## config.mk

```make
export PLATFORM = sky130hd
export DESIGN_NAME = corr_top
export DESIGN_NICKNAME = d
export VERILOG_FILES = /design/src/verilog/corr_pkg.sv /design/src/verilog/corr_top.sv /design/src/verilog/vis_correlator.sv /design/src/verilog/vis_fifo.sv /design/src/verilog/vis_readout.sv
export VERILOG_INCLUDE_DIRS = /design/src /design/src/verilog
export SDC_FILE = /design/constraint.sdc
export NUM_CORES = 2
export LEC_CHECK = 0
export ABC_AREA = 1
export BUFFER_PORTS_ARGS = -buffer_cell sky130_fd_sc_hd__buf_2
export CAP_MARGIN = 20
export CORE_UTILIZATION = 60
export CTS_CLUSTER_DIAMETER = 100
export DETAILED_ROUTE_END_ITERATION = 16
export PLACE_DENSITY_LB_ADDON = 0.25
export SLEW_MARGIN = 0
export SYNTH_ARGS = -nofsm -noshare
export SYNTH_HDL_FRONTEND = slang
export SYNTH_SLANG_ARGS = --single-unit
```

## constraint.sdc

```tcl
create_clock -name CLK_16 -period 7.2 [get_ports CLK_16]
set_clock_uncertainty 0.15 [all_clocks]
set_input_delay 1.08 -clock CLK_16 [delete_from_list [all_inputs] [get_ports CLK_16]]
set_output_delay 1.08 -clock CLK_16 [all_outputs]
set_load 0.1 [all_outputs]
```

## src/verilog/corr_defs.svh

```systemverilog
`ifndef CORR_DEFS_SVH
`define CORR_DEFS_SVH

// Array geometry
`define CORR_ANTENNAS 4
`define CORR_PAIRS 6       // 4 choose 2

// Integration window, counted in valid samples only
`define CORR_VIS_SAMPLES 32

// Width of one visibility component, signed
`define CORR_VIS_BITS 16

// Record buffer depth, must be a power of two
`define CORR_FIFO_DEPTH 16

// Host readout: frame, pair, re hi/lo, im hi/lo
`define CORR_REC_BYTES 6

`endif

```

## src/verilog/corr_pkg.sv

```systemverilog
`default_nettype none

`include "corr_defs.svh"

package corr_pkg;

  // One sample bit per antenna
  typedef logic [`CORR_ANTENNAS-1:0] ant_bits_t;

  typedef logic signed [`CORR_VIS_BITS-1:0] vis_t;  // Visibility component

  typedef logic [2:0] pair_idx_t;  // Pair 0 to 5

  typedef logic [7:0] frame_t;  // Window count, wraps
  typedef logic [7:0] byte_t;

  // Needs to hold DEPTH itself, hence the +1
  typedef logic [$clog2(`CORR_FIFO_DEPTH+1)-1:0] fifo_cnt_t;

  // One visibility record, frame in the top bits
  typedef struct packed {
    frame_t    frame;
    pair_idx_t pair;
    vis_t      re;
    vis_t      im;
  } vis_rec_t;

endpackage

`default_nettype wire

```

## src/verilog/corr_top.sv

```systemverilog
`timescale 1ns/1ps
`default_nettype none

`include "corr_defs.svh"

module corr_top (
  input  wire                 CLK_16,
  input  wire                 arst_n_i,
  input  wire                 sig_valid_i,
  input  corr_pkg::ant_bits_t sig_i_i,
  input  corr_pkg::ant_bits_t sig_q_i,
  input  wire                 rd_stb_i,
  output corr_pkg::byte_t     byte_o,
  output logic                byte_valid_o,
  output logic                busy_o,
  output logic                overflow_o,
  output logic                underrun_o,
  output corr_pkg::fifo_cnt_t fill_o
);

  import corr_pkg::*;

  logic     rec_valid;
  vis_rec_t rec;
  vis_rec_t head;
  logic     empty;
  logic     pop;

  vis_correlator u_correlator (
    .CLK_16      (CLK_16),
    .arst_n_i    (arst_n_i),
    .sig_valid_i (sig_valid_i),
    .sig_i_i     (sig_i_i),
    .sig_q_i     (sig_q_i),
    .rec_valid_o (rec_valid),
    .rec_o       (rec)
  );

  // Record buffer, no back-pressure towards the correlator
  vis_fifo #(
    .DEPTH (`CORR_FIFO_DEPTH)
  ) u_fifo (
    .CLK_16     (CLK_16),
    .arst_n_i   (arst_n_i),
    .push_i     (rec_valid),
    .pop_i      (pop),
    .rec_i      (rec),
    .head_o     (head),
    .empty_o    (empty),
    .overflow_o (overflow_o),
    .fill_o     (fill_o)
  );

  vis_readout u_readout (
    .CLK_16       (CLK_16),
    .arst_n_i     (arst_n_i),
    .rd_stb_i     (rd_stb_i),
    .empty_i      (empty),
    .head_i       (head),
    .pop_o        (pop),
    .byte_o       (byte_o),
    .byte_valid_o (byte_valid_o),
    .busy_o       (busy_o),
    .underrun_o   (underrun_o)
  );

endmodule

`default_nettype wire

```

## src/verilog/vis_correlator.sv

```systemverilog
`timescale 1ns/1ps
`default_nettype none

`include "corr_defs.svh"

module vis_correlator (
  input  wire                  CLK_16,
  input  wire                  arst_n_i,
  input  wire                  sig_valid_i,
  input  corr_pkg::ant_bits_t  sig_i_i,
  input  corr_pkg::ant_bits_t  sig_q_i,
  output logic                 rec_valid_o,
  output corr_pkg::vis_rec_t   rec_o
);

  import corr_pkg::*;

  localparam int CNT_W = $clog2(`CORR_VIS_SAMPLES);
  localparam pair_idx_t LAST_PAIR = pair_idx_t'(`CORR_PAIRS - 1);

  // Antenna a and b of each pair, in fixed pair order
  localparam int PAIR_A [`CORR_PAIRS] = '{0, 0, 0, 1, 1, 2};
  localparam int PAIR_B [`CORR_PAIRS] = '{1, 2, 3, 2, 3, 3};

  // +1 when the two bits agree, -1 otherwise
  function automatic vis_t pm(input logic a, input logic b);
    return (a == b) ? vis_t'(1) : -vis_t'(1);
  endfunction

  ant_bits_t samp_i_q;
  ant_bits_t samp_q_q;
  logic      samp_v_q;

  logic [CNT_W-1:0] samp_cnt;
  logic             win_end;
  frame_t           frame_cnt;

  vis_t re_d [`CORR_PAIRS];
  vis_t im_d [`CORR_PAIRS];
  vis_t acc_re [`CORR_PAIRS];
  vis_t acc_im [`CORR_PAIRS];
  vis_t shad_re [`CORR_PAIRS];
  vis_t shad_im [`CORR_PAIRS];
  frame_t shad_frame;

  logic      draining;
  pair_idx_t ptr;

  // Input capture
  always_ff @(posedge CLK_16 or negedge arst_n_i) begin
    if (!arst_n_i) begin
      samp_v_q <= 1'b0;
    end else begin
      samp_v_q <= sig_valid_i;
    end
  end

  always_ff @(posedge CLK_16) begin
    samp_i_q <= sig_i_i;
    samp_q_q <= sig_q_i;
  end

  // Per-sample contribution of every pair
  always_comb begin
    for (int p = 0; p < `CORR_PAIRS; p++) begin
      re_d[p] = pm(samp_i_q[PAIR_A[p]], samp_i_q[PAIR_B[p]])
              + pm(samp_q_q[PAIR_A[p]], samp_q_q[PAIR_B[p]]);
      im_d[p] = pm(samp_q_q[PAIR_A[p]], samp_i_q[PAIR_B[p]])
              - pm(samp_i_q[PAIR_A[p]], samp_q_q[PAIR_B[p]]);
    end
  end

  assign win_end = samp_v_q && (samp_cnt == CNT_W'(`CORR_VIS_SAMPLES - 1));

  always_ff @(posedge CLK_16 or negedge arst_n_i) begin
    if (!arst_n_i) begin
      samp_cnt  <= '0;
      frame_cnt <= '0;
      for (int p = 0; p < `CORR_PAIRS; p++) begin
        acc_re[p] <= '0;
        acc_im[p] <= '0;
      end
    end else if (samp_v_q) begin
      samp_cnt <= samp_cnt + 1'b1;  // Wraps at window end
      if (win_end) begin
        frame_cnt <= frame_cnt + 1'b1;
        for (int p = 0; p < `CORR_PAIRS; p++) begin
          acc_re[p] <= '0;  // Next window starts clean
          acc_im[p] <= '0;
        end
      end else begin
        for (int p = 0; p < `CORR_PAIRS; p++) begin
          acc_re[p] <= acc_re[p] + re_d[p];
          acc_im[p] <= acc_im[p] + im_d[p];
        end
      end
    end
  end

  // Shadow bank, last sample folded in on the way
  always_ff @(posedge CLK_16) begin
    if (win_end) begin
      shad_frame <= frame_cnt;
      for (int p = 0; p < `CORR_PAIRS; p++) begin
        shad_re[p] <= acc_re[p] + re_d[p];
        shad_im[p] <= acc_im[p] + im_d[p];
      end
    end
  end

  // Drain one pair per cycle while the next window integrates
  always_ff @(posedge CLK_16 or negedge arst_n_i) begin
    if (!arst_n_i) begin
      draining    <= 1'b0;
      ptr         <= '0;
      rec_valid_o <= 1'b0;
    end else begin
      rec_valid_o <= draining;
      if (win_end) begin
        draining <= 1'b1;
        ptr      <= '0;
      end else if (draining) begin
        ptr      <= (ptr == LAST_PAIR) ? '0 : ptr + 1'b1;
        draining <= (ptr != LAST_PAIR);
      end
    end
  end

  always_ff @(posedge CLK_16) begin
    if (draining) begin
      rec_o <= '{frame: shad_frame, pair: ptr, re: shad_re[ptr], im: shad_im[ptr]};
    end
  end

  // Drain pointer stays inside the shadow bank
  a_ptr_range: assert property (@(posedge CLK_16) disable iff (!arst_n_i)
    ptr <= LAST_PAIR);

endmodule

`default_nettype wire

```

## src/verilog/vis_fifo.sv

```systemverilog
`timescale 1ns/1ps
`default_nettype none

`include "corr_defs.svh"

module vis_fifo #(
  parameter int DEPTH = `CORR_FIFO_DEPTH
) (
  input  wire                 CLK_16,
  input  wire                 arst_n_i,
  input  wire                 push_i,
  input  wire                 pop_i,
  input  corr_pkg::vis_rec_t  rec_i,
  output corr_pkg::vis_rec_t  head_o,
  output logic                empty_o,
  output logic                overflow_o,
  output corr_pkg::fifo_cnt_t fill_o
);

  import corr_pkg::*;

  localparam int AW = $clog2(DEPTH);

  vis_rec_t mem [DEPTH];

  logic [AW-1:0] wr_ptr;
  logic [AW-1:0] rd_ptr;
  logic          full;
  logic          wr_en;
  logic          rd_en;

  assign empty_o = (fill_o == '0);
  assign full    = (fill_o == fifo_cnt_t'(DEPTH));
  assign head_o  = mem[rd_ptr];  // Show-ahead

  // A pop frees the slot for a push in the same cycle
  assign rd_en = pop_i && !empty_o;
  assign wr_en = push_i && (!full || rd_en);

  always_ff @(posedge CLK_16) begin
    if (wr_en) mem[wr_ptr] <= rec_i;
  end

  always_ff @(posedge CLK_16 or negedge arst_n_i) begin
    if (!arst_n_i) begin
      wr_ptr     <= '0;
      rd_ptr     <= '0;
      fill_o     <= '0;
      overflow_o <= 1'b0;
    end else begin
      if (wr_en) wr_ptr <= wr_ptr + 1'b1;  // Power-of-two wrap
      if (rd_en) rd_ptr <= rd_ptr + 1'b1;
      if (wr_en && !rd_en) fill_o <= fill_o + 1'b1;
      else if (rd_en && !wr_en) fill_o <= fill_o - 1'b1;
      if (push_i && !wr_en) overflow_o <= 1'b1;  // Sticky until reset
    end
  end

  // Readout must check empty before popping
  a_no_pop_empty: assert property (@(posedge CLK_16) disable iff (!arst_n_i)
    pop_i |-> !empty_o);

  a_fill_bound: assert property (@(posedge CLK_16) disable iff (!arst_n_i)
    fill_o <= fifo_cnt_t'(DEPTH));

endmodule

`default_nettype wire

```

## src/verilog/vis_readout.sv

```systemverilog
`timescale 1ns/1ps
`default_nettype none

`include "corr_defs.svh"

module vis_readout (
  input  wire                 CLK_16,
  input  wire                 arst_n_i,
  input  wire                 rd_stb_i,
  input  wire                 empty_i,
  input  corr_pkg::vis_rec_t  head_i,
  output logic                pop_o,
  output corr_pkg::byte_t     byte_o,
  output logic                byte_valid_o,
  output logic                busy_o,
  output logic                underrun_o
);

  import corr_pkg::*;

  localparam logic [2:0] LAST_POS = 3'(`CORR_REC_BYTES - 1);

  logic [2:0] pos;
  vis_rec_t   rec_q;
  vis_rec_t   src;
  logic       served;
  byte_t      byte_d;

  // Byte 0 comes straight from the FIFO head, the rest from the held copy
  assign src = (pos == '0) ? head_i : rec_q;

  always_comb begin
    case (pos)
      3'd0:    byte_d = src.frame;
      3'd1:    byte_d = byte_t'(src.pair);  // Zero-extended
      3'd2:    byte_d = src.re[15:8];
      3'd3:    byte_d = src.re[7:0];
      3'd4:    byte_d = src.im[15:8];
      default: byte_d = src.im[7:0];
    endcase
  end

  assign served = rd_stb_i && ((pos != '0) || !empty_i);
  assign pop_o  = rd_stb_i && (pos == '0) && !empty_i;
  assign busy_o = (pos != '0);

  always_ff @(posedge CLK_16 or negedge arst_n_i) begin
    if (!arst_n_i) begin
      pos          <= '0;
      byte_valid_o <= 1'b0;
      underrun_o   <= 1'b0;
    end else begin
      byte_valid_o <= served;
      if (served) begin
        pos <= (pos == LAST_POS) ? '0 : pos + 1'b1;
      end
      if (rd_stb_i && !served) underrun_o <= 1'b1;
    end
  end

  always_ff @(posedge CLK_16) begin
    if (served) byte_o <= byte_d;
    if (pop_o) rec_q <= head_i;  // Held for bytes 1 to 5
  end

  // Every byte answers a strobe one cycle earlier
  a_byte_after_stb: assert property (@(posedge CLK_16) disable iff (!arst_n_i)
    byte_valid_o |-> $past(rd_stb_i));

endmodule

`default_nettype wire
```

==> key figures <==
Floorplanning
  – Initial Utilization: 0.609
  – Die extent in y: 319 um
  – Placeable core region: 99,000 um2
  – Width of the die: 319 um
  – Number of placement rows: 115
  – Die Outline Area: 102,000 um2
  – I/O pin count: 29

STA
  – Setup_tns: 0 ns
  – Slew at the pin with the worst max-slew slack: 1.11 ns
  – Count of final max-slew check failures: 0
  – Maximum operating frequency: 261 MHz
  – Total count of hold-check failures in the final report: 0
  – Relative slew slack: 0.257
  – RSZ-0062 raised after global routing: false
  – Final worst-path cycle share: 0.533
  – Number of failing setup endpoints in the final timing report: 0
  – Shortest clock period the worst path allows after layout: 3.84 ns

Clock network
  – CTS root buf: sky130_fd_sc_hd__clkbuf_16
  – Setup Buffers After CTS: 0
  – CTS sink count: 1,212
  – Maximum level of the CTS H-tree: 3
  – Count of cells resized by post-cts repair: 0
  – Num CTS Buffers: 118
  – Worst-Skew Late Latency: 0.73 ns
  – Clock Tree Buf Depth: 3
  – Post-CTS Hold Fix Bufs: 0
  – Clock slew at the register clock pins of the worst setup and hold paths: 0.07 ns
  – CTS tree: yes

Global routing
  – First-pass GRT wire length: 229 mm
  – Maximum number of pins on one net before global-route repair: 178
  – Number of global-route vias before repair: 40.9k
  – Initial antenna violation count: 2
  – Remaining Overflow, GRT: 0
  – Total global-route track usage: 0.288

Synthesis
  – Synthesized area: 60,300 um2
  – Sequential fraction of the synthesis area: 0.584
  – Cells taking the most area after synthesis: sky130_fd_sc_hd__edfxtp_1 49%, sky130_fd_sc_hd__dfrtp_1 9.6%, sky130_fd_sc_hd__ha_1 8.0%, sky130_fd_sc_hd__nand2_1 6.5%, sky130_fd_sc_hd__nor2_1 4.1%
  – Nets in the synthesized netlist: 6,177
  – Library cell with the highest instance count after synthesis: sky130_fd_sc_hd__nand2_1
  – Yosys warning count: 0
  – Number of instances in the synthesized netlist: 5,779
  – Share of the synthesized area in the top cell type: 0.485
  – Share of synthesized flip-flops with an asynchronous set or reset: 0.190
  – Count of different cell masters after synthesis: 47
  – Commonest cells post-synth: 1,038 x sky130_fd_sc_hd__nand2_1, 974 x sky130_fd_sc_hd__edfxtp_1, 663 x sky130_fd_sc_hd__nor2_1, 459 x sky130_fd_sc_hd__o21ai_0, 412 x sky130_fd_sc_hd__nand3_1
  – Number of flops mapped to enable cells by yosys: 974
  – Number of register bits inferred by synthesis: 1,212
  – Synth Flop Type: sky130_fd_sc_hd__edfxtp_1
  – Mean instance size in the synthesized netlist: 10.4 um2
  – Cell type contributing the most total cell area after synthesis: sky130_fd_sc_hd__edfxtp_1

Routing
  – Vias per std cell: 5.93
  – Initial drt markers: 4,337
  – WL/cell: 20.7 um
  – Number of antenna-violating nets in the routed design: 0
  – Routed Wire Length: 147 mm
  – DRT Pass-1 Iters: 6
  – Via count: 42.3k
  – Remaining DRCs: 0

Pwr
  – Standby leakage power: 26.7 nW
  – Worst vdd rail ir drop: 0.580 mV
  – Power per unit of standard cell area: 498 nW/um2

Min path
  – Worst hold path class: in2async

Placement
  – Input/output buffers: 28
  – Post-DP HPWL: 92.8 mm
  – Instance count after placement with tap cells included: 6,902
  – Final weighted congestion in routability-driven placement: 0.884

Cells and area
  – Area delta synth->final: 8.23%
  – Layout cells sized above 1: 0.0764
  – Post-Layout Cell Count: 7,126
  – Count of antenna diodes in the layout: 0
  – Filler cell count: 7,576
  – Net count of the finished layout: 6,135
  – Utilization after layout: 0.659

Critical path
  – Critical path required time: 7.50 ns
  – Arrival time reported for the critical path endpoint: 4.14 ns
  – Top fanout value on the critical path: 14
  – Startpoint type of the worst setup path: flop
  – Kind of end point of the critical path: flop
  – Crit Path Class: reg2reg
  – Startpoint of the most critical register-to-register path: u_correlator.samp_q_q[3]
  – Start point of the critical path: u_correlator.samp_q_q[3]

Job
  – Number of max-cap violations: 0

Outcome
  – Status: completed
[metrics by stage]
stage	setup slack (ns)	total power [mW]	hold slack, ns	cell area, um2
2_1_floorplan	1.07	22.1	0.250	60300
3_3_place_gp	3.38	26.0	0.255	61400
3_5_place_dp	3.32	26.4	0.255	61400
4_1_cts	3.39	32.5	0.179	65200
5_1_grt	3.17	34.8	0.199	65200
6_report	3.36	32.5	0.182	65200
[where the power goes]
group | total [mW] | internal, mW | switching, mW
Sequential | 10.7 | 9.63 | 1.03
Clock | 6.06 | 3.36 | 2.70
Combinational | 15.8 | 5.35 | 10.4
[cells by family after synthesis]
| kind of cell | Yosys count | synth area share |
|---|---|---|
| AO/OA/AOI/OAI | 939 | 0.0927 |
| XOR/XNOR | 178 | 0.0259 |
| adder cells (fa/ha/maj) | 386 | 0.0803 |
| AND/OR/NAND/NOR | 2429 | 0.173 |
| buffers and inverters | 635 | 0.0445 |
| flip-flops | 1212 | 0.584 |
[flip-flops by register name, indices dropped and copies added (netlist names), 3 cells and up]
| register | cells |
|---|---|
| u_fifo.fill_o | 5 |
| u_correlator.shad_frame | 8 |
| u_readout.rec_q | 35 |
| u_correlator.acc_re | 96 |
| u_correlator.rec_o | 43 |
| u_correlator.samp_i_q | 4 |
| u_fifo.wr_ptr | 4 |
| u_correlator.samp_cnt | 5 |
| u_fifo.rd_ptr | 4 |
| u_correlator.shad_re | 96 |
| u_correlator.ptr | 3 |
| u_correlator.acc_im | 96 |
| u_correlator.samp_q_q | 4 |
| u_correlator.frame_cnt | 8 |
| u_correlator.shad_im | 96 |
| u_readout.pos | 3 |
| u_fifo.mem | 688 |
| u_readout.byte_o | 8 |
[routing by layer]
metal / wire length [um] / track usage / up-vias
li1: - / - / 20100
met1: 61500 / 0.385 / 20400
met2: 71200 / 0.486 / 1488
met3: 9170 / 0.0331 / 279
met4: 5320 / 0.106 / 2
met5: 19 / 0 / -
[final cells by class]
cell class / count / area (um2) / share of cell area
Clock inverter: 76 / 669 / 0.0103
Inverter: 398 / 1520 / 0.0233
Clock buffer: 146 / 3140 / 0.0481
Timing Repair Buffer: 75 / 558 / 0.00856
Tap cell: 1287 / 1610 / 0.0247
Multi-Input combinational cell: 3932 / 22500 / 0.346
Sequential cell: 1212 / 35200 / 0.539
[worst max-delay path, stage by stage (launching register included)]
cell and delay [ns]:
sky130_fd_sc_hd__dfxtp_1 0.53, sky130_fd_sc_hd__xor2_1 0.45, sky130_fd_sc_hd__ha_1 0.54, sky130_fd_sc_hd__ha_1 0.30
sky130_fd_sc_hd__or2_2 0.29, sky130_fd_sc_hd__ha_1 0.36, sky130_fd_sc_hd__a21oi_1 0.32, sky130_fd_sc_hd__o21ai_0 0.16
sky130_fd_sc_hd__a21oi_1 0.21, sky130_fd_sc_hd__nand3_1 0.11, sky130_fd_sc_hd__and2_1 0.16
[path summary, 6_finish.rpt]
| check | end | slack [ns] | depth (start not counted) |
|---|---|---|---|
| min in group CLK_16 | u_correlator.rec_o[37] | 0.27 | 0 |
| max in group asynchronous | u_fifo.rd_ptr[0] | 5.25 | 2 |
| hold / removal | u_correlator.acc_re[63] | 0.18 | 1 |
| setup reg to reg | u_correlator.shad_im[2][14] | 3.36 | 10 |
| hold reg to reg | u_correlator.rec_o[37] | 0.27 | 0 |
| setup / recovery | u_correlator.shad_im[2][14] | 3.36 | 10 |
[cells in the final DEF (no fill, tap or decap), types with 60 or more instances in the layout]
| master | instances |
|---|---|
| sky130_fd_sc_hd__nand3_1 | 412 |
| sky130_fd_sc_hd__and2_1 | 66 |
| sky130_fd_sc_hd__clkbuf_16 | 119 |
| sky130_fd_sc_hd__o21ai_0 | 459 |
| sky130_fd_sc_hd__o221ai_1 | 78 |
| sky130_fd_sc_hd__ha_1 | 385 |
| sky130_fd_sc_hd__edfxtp_1 | 974 |
| sky130_fd_sc_hd__nand2_1 | 1038 |
| sky130_fd_sc_hd__inv_1 | 385 |
| sky130_fd_sc_hd__dfrtp_1 | 223 |
| sky130_fd_sc_hd__nor2_1 | 647 |
| sky130_fd_sc_hd__xnor2_1 | 60 |
| sky130_fd_sc_hd__or2_2 | 156 |
| sky130_fd_sc_hd__xor2_1 | 118 |
| sky130_fd_sc_hd__a21oi_1 | 164 |
Power figures use the tool's default switching activity.
